### src/logic/rvPkg.sv
package rvPkg;

	localparam int XLEN = 32;

	// major opcodes
	localparam logic [6:0] opLui    = 7'b0110111;
	localparam logic [6:0] opAuipc  = 7'b0010111;
	localparam logic [6:0] opJal    = 7'b1101111;
	localparam logic [6:0] opJalr   = 7'b1100111;
	localparam logic [6:0] opBranch = 7'b1100011;
	localparam logic [6:0] opLoad   = 7'b0000011;
	localparam logic [6:0] opStore  = 7'b0100011;
	localparam logic [6:0] opImm    = 7'b0010011;
	localparam logic [6:0] opReg    = 7'b0110011;
	localparam logic [6:0] opSystem = 7'b1110011;

	localparam logic [31:0] ebreakWord = 32'h0010_0073;

	// funct3, alu group
	localparam logic [2:0] f3AddSub = 3'd0;
	localparam logic [2:0] f3Sll    = 3'd1;
	localparam logic [2:0] f3Slt    = 3'd2;
	localparam logic [2:0] f3Sltu   = 3'd3;
	localparam logic [2:0] f3Xor    = 3'd4;
	localparam logic [2:0] f3Srl    = 3'd5; // srl and sra
	localparam logic [2:0] f3Or     = 3'd6;
	localparam logic [2:0] f3And    = 3'd7;

	// funct3, loads and stores
	localparam logic [2:0] f3Byte  = 3'd0;
	localparam logic [2:0] f3Half  = 3'd1;
	localparam logic [2:0] f3Word  = 3'd2;
	localparam logic [2:0] f3ByteU = 3'd4;
	localparam logic [2:0] f3HalfU = 3'd5;

	localparam logic [2:0] f3Beq  = 3'd0;
	localparam logic [2:0] f3Jalr = 3'd0;

	typedef enum logic [3:0] {
		aluAdd, aluSub, aluSll, aluSlt, aluSltu, aluXor,
		aluSrl, aluSra, aluOr, aluAnd, aluPassB
	} aluOpT;

endpackage

### src/logic/ctrlPkg.sv
package ctrlPkg;

	// register write source, also driven out as memToReg
	typedef enum logic [1:0] {
		wbAlu   = 2'd0,
		wbMem   = 2'd1,
		wbPc4   = 2'd2,
		wbPcImm = 2'd3
	} wbSrcT;

	typedef enum logic [1:0] {
		pcSelPlus4   = 2'd0,
		pcSelBranch  = 2'd1, // pc + imm, beq and jal
		pcSelJumpReg = 2'd2, // jalr
		pcSelHold    = 2'd3
	} pcSrcT;

	// 2'd2 unused
	typedef enum logic [1:0] {
		lenByte = 2'd0,
		lenHalf = 2'd1,
		lenWord = 2'd3
	} dataLenT;

endpackage

### src/logic/ctrlIf.sv
`timescale 1ns/100ps

interface ctrlIf import rvPkg::*; import ctrlPkg::*; ();

	aluOpT           aluOp;
	logic            aluSrcImm;
	logic            regWrite;
	wbSrcT           wbSrc;
	logic            memWrite;
	dataLenT         dataLen;
	logic            dataSign;  // 1 for lb, lh
	logic            branch;
	logic [1:0]      jump;      // 01 jal, 10 jalr
	logic [XLEN-1:0] imm;

	modport dec(
		output aluOp, aluSrcImm, regWrite, wbSrc, memWrite,
		output dataLen, dataSign, branch, jump, imm
	);

	// imm also feeds the second alu operand
	modport alu(input aluOp, aluSrcImm, imm);

	modport wb(input wbSrc, dataSign, dataLen);

	modport pc(input branch, jump, imm);

endinterface

### src/logic/decoder.sv
`timescale 1ns/100ps

module decoder import rvPkg::*; import ctrlPkg::*; (
	input  logic [XLEN-1:0] inst,
	input  logic            rst,
	ctrlIf.dec              ctrl,
	output logic            invalid,
	output logic            ebreak
);

	logic [6:0]      opcode;
	logic [2:0]      funct3;
	logic [6:0]      funct7;
	logic            legal;
	logic [XLEN-1:0] immI;
	logic [XLEN-1:0] immS;
	logic [XLEN-1:0] immB;
	logic [XLEN-1:0] immU;
	logic [XLEN-1:0] immJ;

	function automatic aluOpT aluFromFunct(input logic [2:0] f3, input logic alt);
		case (f3)
			f3AddSub: return alt ? aluSub : aluAdd;
			f3Sll:    return aluSll;
			f3Slt:    return aluSlt;
			f3Sltu:   return aluSltu;
			f3Xor:    return aluXor;
			f3Srl:    return alt ? aluSra : aluSrl;
			f3Or:     return aluOr;
			f3And:    return aluAnd;
			default:  return aluAdd;
		endcase
	endfunction

	function automatic dataLenT memLen(input logic [2:0] f3);
		case (f3)
			f3Byte, f3ByteU: return lenByte;
			f3Half, f3HalfU: return lenHalf;
			default:         return lenWord;
		endcase
	endfunction

	assign opcode = inst[6:0];
	assign funct3 = inst[14:12];
	assign funct7 = inst[31:25];

	assign immI = {{(XLEN-12){inst[31]}}, inst[31:20]};
	assign immS = {{(XLEN-12){inst[31]}}, inst[31:25], inst[11:7]};
	assign immB = {{(XLEN-13){inst[31]}}, inst[31], inst[7], inst[30:25], inst[11:8], 1'b0};
	assign immU = {inst[31:12], 12'b0};
	assign immJ = {{(XLEN-21){inst[31]}}, inst[31], inst[19:12], inst[20], inst[30:21], 1'b0};

	// no immediate shifts in the supported subset
	always_comb begin
		case (opcode)
			opLui, opAuipc, opJal: legal = 1'b1;
			opJalr:   legal = (funct3 == f3Jalr);
			opBranch: legal = (funct3 == f3Beq);
			opLoad:   legal = funct3 inside {f3Byte, f3Half, f3Word, f3ByteU, f3HalfU};
			opStore:  legal = funct3 inside {f3Byte, f3Half, f3Word};
			opImm:    legal = !(funct3 inside {f3Sll, f3Srl});
			opReg:    legal = (funct7 == 7'h00) ||
				(funct7 == 7'h20 && funct3 inside {f3AddSub, f3Srl});
			opSystem: legal = (inst == ebreakWord);
			default:  legal = 1'b0;
		endcase
	end

	assign invalid = !legal;
	assign ebreak = (inst == ebreakWord);

	always_comb begin
		ctrl.aluOp = aluAdd;
		ctrl.aluSrcImm = 1'b0;
		ctrl.regWrite = 1'b0;
		ctrl.wbSrc = wbAlu;
		ctrl.memWrite = 1'b0;
		ctrl.dataLen = lenWord;
		ctrl.dataSign = 1'b0;
		ctrl.branch = 1'b0;
		ctrl.jump = 2'b00;
		ctrl.imm = immI;
		case (opcode)
			opLui: begin
				ctrl.aluOp = aluPassB;
				ctrl.aluSrcImm = 1'b1;
				ctrl.imm = immU;
				ctrl.regWrite = 1'b1;
			end
			opAuipc: begin
				ctrl.imm = immU;
				ctrl.aluSrcImm = 1'b1;
				ctrl.regWrite = 1'b1;
				ctrl.wbSrc = wbPcImm; // pc + imm from the pc adder
			end
			opJal: begin
				ctrl.imm = immJ;
				ctrl.regWrite = 1'b1;
				ctrl.wbSrc = wbPc4;
				ctrl.jump = 2'b01;
			end
			opJalr: begin
				ctrl.aluSrcImm = 1'b1;
				ctrl.regWrite = 1'b1;
				ctrl.wbSrc = wbPc4;
				ctrl.jump = 2'b10;
			end
			opBranch: begin
				ctrl.imm = immB;
				ctrl.aluOp = aluSub; // zero flag decides
				ctrl.branch = 1'b1;
			end
			opLoad: begin
				ctrl.aluSrcImm = 1'b1;
				ctrl.regWrite = 1'b1;
				ctrl.wbSrc = wbMem;
				ctrl.dataLen = memLen(funct3);
				ctrl.dataSign = !funct3[2];
			end
			opStore: begin
				ctrl.imm = immS;
				ctrl.aluSrcImm = 1'b1;
				ctrl.memWrite = 1'b1;
				ctrl.dataLen = memLen(funct3);
			end
			opImm: begin
				ctrl.aluSrcImm = 1'b1;
				ctrl.regWrite = 1'b1;
				ctrl.aluOp = aluFromFunct(funct3, 1'b0);
			end
			opReg: begin
				ctrl.regWrite = 1'b1;
				ctrl.aluOp = aluFromFunct(funct3, funct7[5]);
			end
			default: ;
		endcase
		if (rst || invalid || ebreak) begin
			ctrl.regWrite = 1'b0;
			ctrl.memWrite = 1'b0;
		end
	end

endmodule

### src/logic/pcCounter.sv
`timescale 1ns/100ps

module pcCounter import rvPkg::*; import ctrlPkg::*; #(
	parameter logic [XLEN-1:0] RESET_PC = 32'h8000_0000
) (
	input  logic            clk,
	input  logic            rst,
	ctrlIf.pc               ctrl,
	input  logic            zero,
	input  logic [XLEN-1:0] aluResult,
	input  logic            halt,
	output logic [XLEN-1:0] pc,
	output logic [XLEN-1:0] pcPlus4,
	output logic [XLEN-1:0] pcTarget
);

	pcSrcT           pcSrc;
	logic [XLEN-1:0] pcNext;

	assign pcPlus4 = pc + XLEN'(4);
	assign pcTarget = pc + ctrl.imm;

	always_comb begin
		if (halt)
			pcSrc = pcSelHold;
		else if (ctrl.jump[1])
			pcSrc = pcSelJumpReg;
		else if (ctrl.jump[0] || (ctrl.branch && zero))
			pcSrc = pcSelBranch;
		else
			pcSrc = pcSelPlus4;
	end

	always_comb begin
		case (pcSrc)
			pcSelBranch:  pcNext = pcTarget;
			pcSelJumpReg: pcNext = {aluResult[XLEN-1:1], 1'b0}; // jalr drops bit 0
			pcSelHold:    pcNext = pc;
			default:      pcNext = pcPlus4;
		endcase
	end

	always_ff @(posedge clk) begin
		if (rst)
			pc <= RESET_PC;
		else
			pc <= pcNext;
	end

endmodule

### src/logic/regFile.sv
`timescale 1ns/100ps

module regFile import rvPkg::*; (
	input  logic            clk,
	input  logic            rst,
	input  logic [4:0]      rs1,
	input  logic [4:0]      rs2,
	input  logic [4:0]      rd,
	input  logic            we,
	input  logic [XLEN-1:0] wdata,
	output logic [XLEN-1:0] rdata1,
	output logic [XLEN-1:0] rdata2
);

	logic [XLEN-1:0] regs [32];

	always_ff @(posedge clk) begin
		if (rst) begin
			for (int i = 0; i < 32; i++)
				regs[i] <= '0;
		end else if (we && rd != 5'd0) begin
			regs[rd] <= wdata;
		end
	end

	// x0 reads zero even before the first reset
	assign rdata1 = (rs1 == 5'd0) ? '0 : regs[rs1];
	assign rdata2 = (rs2 == 5'd0) ? '0 : regs[rs2];

endmodule

### src/logic/alu.sv
`timescale 1ns/100ps

module alu import rvPkg::*; (
	ctrlIf.alu              ctrl,
	input  logic [XLEN-1:0] srcA,
	input  logic [XLEN-1:0] rs2Data,
	output logic [XLEN-1:0] result,
	output logic            zero
);

	logic [XLEN-1:0] srcB;
	logic [4:0]      shamt;

	assign srcB = ctrl.aluSrcImm ? ctrl.imm : rs2Data;
	assign shamt = srcB[4:0];

	always_comb begin
		case (ctrl.aluOp)
			aluAdd:   result = srcA + srcB;
			aluSub:   result = srcA - srcB;
			aluSll:   result = srcA << shamt;
			aluSlt:   result = {{(XLEN-1){1'b0}}, $signed(srcA) < $signed(srcB)};
			aluSltu:  result = {{(XLEN-1){1'b0}}, srcA < srcB};
			aluXor:   result = srcA ^ srcB;
			aluSrl:   result = srcA >> shamt;
			aluSra:   result = $signed(srcA) >>> shamt;
			aluOr:    result = srcA | srcB;
			aluAnd:   result = srcA & srcB;
			aluPassB: result = srcB; // lui
			default:  result = '0;
		endcase
	end

	assign zero = (result == '0);

endmodule

### src/logic/writeBack.sv
`timescale 1ns/100ps

module writeBack import rvPkg::*; import ctrlPkg::*; (
	ctrlIf.wb               ctrl,
	input  logic [XLEN-1:0] aluResult,
	input  logic [XLEN-1:0] readData,
	input  logic [XLEN-1:0] pcPlus4,
	input  logic [XLEN-1:0] pcTarget,
	output logic [XLEN-1:0] wdata
);

	logic [XLEN-1:0] loadData;

	// memory returns the addressed bytes in the low lanes
	always_comb begin
		case (ctrl.dataLen)
			lenByte: loadData = {{(XLEN-8){ctrl.dataSign & readData[7]}}, readData[7:0]};
			lenHalf: loadData = {{(XLEN-16){ctrl.dataSign & readData[15]}}, readData[15:0]};
			default: loadData = readData;
		endcase
	end

	always_comb begin
		case (ctrl.wbSrc)
			wbMem:   wdata = loadData;
			wbPc4:   wdata = pcPlus4;  // link value
			wbPcImm: wdata = pcTarget; // auipc
			default: wdata = aluResult;
		endcase
	end

endmodule

### src/logic/rvCore.sv
`timescale 1ns/100ps

module rvCore import rvPkg::*; #(
	parameter logic [XLEN-1:0] RESET_PC = 32'h8000_0000
) (
	input  logic            clk,
	input  logic            rst,
	input  logic [XLEN-1:0] inst,
	input  logic [XLEN-1:0] readData,
	output logic [XLEN-1:0] pc,
	output logic [XLEN-1:0] aluResult,
	output logic [XLEN-1:0] storeData,
	output logic [1:0]      dataLen,   // 0 byte, 1 half, 3 word
	output logic            memWrite,
	output logic [1:0]      memToReg,
	output logic            invalid,
	output logic            ebreak
);

	ctrlIf ctrl();

	logic [XLEN-1:0] rs1Data;
	logic [XLEN-1:0] rs2Data;
	logic [XLEN-1:0] wdata;
	logic [XLEN-1:0] pcPlus4;
	logic [XLEN-1:0] pcTarget;
	logic            zero;

	decoder decoder_i (
		.inst    (inst),
		.rst     (rst),
		.ctrl    (ctrl),
		.invalid (invalid),
		.ebreak  (ebreak)
	);

	pcCounter #(.RESET_PC(RESET_PC)) pcCounter_i (
		.clk       (clk),
		.rst       (rst),
		.ctrl      (ctrl),
		.zero      (zero),
		.aluResult (aluResult),
		.halt      (ebreak),
		.pc        (pc),
		.pcPlus4   (pcPlus4),
		.pcTarget  (pcTarget)
	);

	regFile regFile_i (
		.clk    (clk),
		.rst    (rst),
		.rs1    (inst[19:15]),
		.rs2    (inst[24:20]),
		.rd     (inst[11:7]),
		.we     (ctrl.regWrite),
		.wdata  (wdata),
		.rdata1 (rs1Data),
		.rdata2 (rs2Data)
	);

	alu alu_i (
		.ctrl    (ctrl),
		.srcA    (rs1Data),
		.rs2Data (rs2Data),
		.result  (aluResult),
		.zero    (zero)
	);

	writeBack writeBack_i (
		.ctrl      (ctrl),
		.aluResult (aluResult),
		.readData  (readData),
		.pcPlus4   (pcPlus4),
		.pcTarget  (pcTarget),
		.wdata     (wdata)
	);

	assign storeData = rs2Data;
	assign dataLen = ctrl.dataLen;
	assign memWrite = ctrl.memWrite;
	assign memToReg = ctrl.wbSrc;

endmodule

### config.mk
export PLATFORM = sky130hd
export DESIGN_NAME = rvCore
export DESIGN_NICKNAME = d
export VERILOG_FILES = /design/src/logic/rvPkg.sv /design/src/logic/ctrlPkg.sv /design/src/logic/ctrlIf.sv /design/src/logic/decoder.sv /design/src/logic/pcCounter.sv /design/src/logic/regFile.sv /design/src/logic/alu.sv /design/src/logic/writeBack.sv /design/src/logic/rvCore.sv
export SDC_FILE = /design/constraint.sdc
export NUM_CORES = 2
export LEC_CHECK = 0
export BUFFER_PORTS_ARGS = -buffer_cell sky130_fd_sc_hd__buf_2
export CORE_ASPECT_RATIO = 0.9
export CORE_MARGIN = 4
export CORE_UTILIZATION = 55
export DETAILED_ROUTE_END_ITERATION = 16
export PLACE_DENSITY_LB_ADDON = 0.25
export SLEW_MARGIN = 30
export SYNTH_ARGS = -nofsm -noshare
export SYNTH_HDL_FRONTEND = slang
export SYNTH_HIERARCHICAL = 1
export SYNTH_SLANG_ARGS = --single-unit
### constraint.sdc
create_clock -name clk -period 14.95 [get_ports clk]
set_input_delay 0.7475 -clock clk [delete_from_list [all_inputs] [get_ports clk]]
set_output_delay 0.7475 -clock clk [all_outputs]
set_load 0.005 [all_outputs]
==> flow_summary.json <==
{
  "status": "completed",
  "critPathRequiredTime_ns": 15.61,
  "power_density_nw_per_um2": 118,
  "path_max_fanout": 84,
  "drive_gt1_share_pct": 22.0,
  "post-place-ws_ns": 4.33,
  "root_buffer": "clkbuf_16",
  "fillers": 9928,
  "clockBufferDepth": 3,
  "drc": 0,
  "cp_slowest_cell": "a2111oi_1",
  "cp.buffers_inverters": 6,
  "synth_mux_area_share_pct": 20.6,
  "fp.coreArea_sq_um": 127000,
  "cpLargestDelayFamily": "simple AND/OR/NAND/NOR gates",
  "worst_slack_ns": 4.66,
  "post_cts_buffers": 0,
  "die_x_um": 385,
  "mostFrequentLayoutCell": "edfxtp_1",
  "p_leak_nw": 28.6,
  "place_congestion": 1.07,
  "regArea_sq_um": 31400,
  "h-tree-depth": 3,
  "grt_util_all_layers_pct": 43.5,
  "grt_max_degree": 108,
  "multiInputGateArea_sq_um": 36600,
  "syn_inst": 5834,
  "final.setup_skew_ns": 0.105,
  "pin_count": 169,
  "num_vias": 56436,
  "cts_resized": 0,
  "fmax_ghz": 0.0972,
  "synth_top_family_by_area": "multiplexers",
  "final_cells": 7611,
  "synthSimpleGateAreaFrac_pct": 15.7,
  "synth-warning-count": 6,
  "place_inst": 7392,
  "rsz0062_at_grt": "false",
  "synth-edff-count": 1024,
  "ys_ff_latch": 1056,
  "dieArea_sq_um": 134000,
  "relSlewSlack_pct": 18.7,
  "hold_violations": 0,
  "cp.arrival_ns": 10.95,
  "vdd_drop_max_mv": 0.136,
  "worst_pin_slew_ns": 1.22,
  "post-route-min-period_ns": 10.29,
  "maxSlewViolCount": 0,
  "hp-class": "input pin to flip-flop",
  "grt_pass1_vias": 53313,
  "synth-seq-area-share_pct": 44.6,
  "area_growth_pct": 9.87,
  "synth_adder_area_share_pct": 2.52,
  "clock_latency_ns": 0.81,
  "tritoncts": "yes",
  "synth_xor_area_share_pct": 0.971,
  "firstDrtPassIters": 7,
  "final_antenna_net_count": 0,
  "synth-main-ff-cell": "edfxtp_1",
  "grt_overflow": 0,
  "dpl.hpwl_um": 200000,
  "path_class": "input pin to flip-flop",
  "async_flop_share_pct": 0,
  "cts_sinks": 1056,
  "rows": 124,
  "utilization_pct": 60.9,
  "drv_cap": 0,
  "critPathMaxStageDelay_ns": 1.00,
  "cts_buffers": 109,
  "synth.avg_cell_area_sq_um": 12.1,
  "layout_common_cells": "edfxtp_1, and2_1, mux4_2",
  "die_h_um": 347,
  "period_share_pct": 68.8,
  "synth_compound_area_share_pct": 11.1,
  "routedWlPerCell_um": 39.0,
  "start_util_pct": 55.4,
  "fin_nets": 6014,
  "routed_wl_um": 297000,
  "fin_tns_setup_ns": 0,
  "drtIter0Drc": 9694,
  "setup_viol": 0,
  "routed_via_density": 7.42,
  "port_buffers": 168,
  "hold_buffers": 0,
  "netlist-cell-type-count": 117,
  "clkTransAtPathRegs_ns": 0.07,
  "start_kind": "input pin",
  "endpoint_kind": "flip-flop",
  "synthesis.area_sq_um": 70400,
  "antenna_found_initial": 18,
  "grt_pass1_wl_um": 412000
}
[registers in the layout (all words and copies together) (netlist names)]
register and count:
regFile_i/regs 1024, pcCounter_i/pc 32
[cell type report]
| class | count | area share [%] |
|---|---|---|
| antenna | 9 | 0.0291 |
| clock buffer | 124 | 3.60 |
| clock inverter | 80 | 1.23 |
| inverter | 140 | 0.686 |
| multi-input combinational | 4103 | 47.3 |
| sequential | 1056 | 40.6 |
| tap | 1701 | 2.75 |
| timing repair buffer | 398 | 3.85 |
[synth_stat cells, drive strengths merged (38+ instances only)]
cell type  instances  area [sq um]
a22o              63           552
ha               137          1710
mux2              42           473
nor2             221           832
a221oi            67           593
a21oi            192           965
or2               38           238
nand3             69           345
and2            1013          6340
edfxtp          1024         30700
a22oi             55           413
buf              177          1160
mux4             510         11500
a2111oi           64           612
o21ai            186           972
a211oi            38           290
a21o              39           293
nor4              43           299
mux2i            251          2540
clkbuf           389          1460
nor3             126           636
nand2            213           810
xnor2             57           499
o22ai            179          1120
inv              137           519
[kinds of logic (layout without fill, tap and decap cells)]
kind of cell	count (synthesis)	in the layout
AO/OA/AOI/OAI	1120	1120
multiplexers	803	803
XOR/XNOR	78	78
adder cells (fa/ha/maj)	140	140
other	1	41
AND/OR/NAND/NOR	1930	1930
flip-flops	1056	1056
buffers and inverters	706	742
[path summary, 6_finish.rpt]
| check | from | to | cells past startpoint | slack [ns] |
|---|---|---|---|---|
| min reg2reg | pcCounter_i/pc[0]$_SDFFE_PP0P_ | pcCounter_i/pc[0]$_SDFFE_PP0P_ | 2 | 0.59 |
| min | rst | pcCounter_i/pc[23]$_SDFFE_PP0P_ | 2 | 0.42 |
| max | inst[20] | pcCounter_i/pc[26]$_SDFFE_PP0P_ | 28 | 4.66 |
| max reg2reg | regFile_i/regs[31][3]$_SDFFCE_PN0P_ | pcCounter_i/pc[26]$_SDFFE_PP0P_ | 25 | 5.74 |
[power breakdown]
part	total, mW	switching [mW]	internal (mW)
clock	2.86	1.24	1.62
combinational	2.85	2.00	0.851
sequential	3.40	0.0593	3.34
[metrics by stage]
step / hold WS [ns] / cell area (sq um) / power [mW]
final: 0.416 / 77300 / 9.11
after global placement: 0.545 / 73000 / 6.03
after global routing: 0.397 / 77300 / 9.31
after floorplan: 0.510 / 70500 / 4.87
after detailed placement: 0.567 / 73400 / 6.13
after CTS: 0.385 / 77200 / 8.94
[routing by layer]
layer	wire, um	track usage (%)
met1	107000	58.8
met2	123000	60.7
met3	48700	17.8
met4	18300	21.4
met5	74	0
No activity file was read; power rests on OpenSTA's default activity.
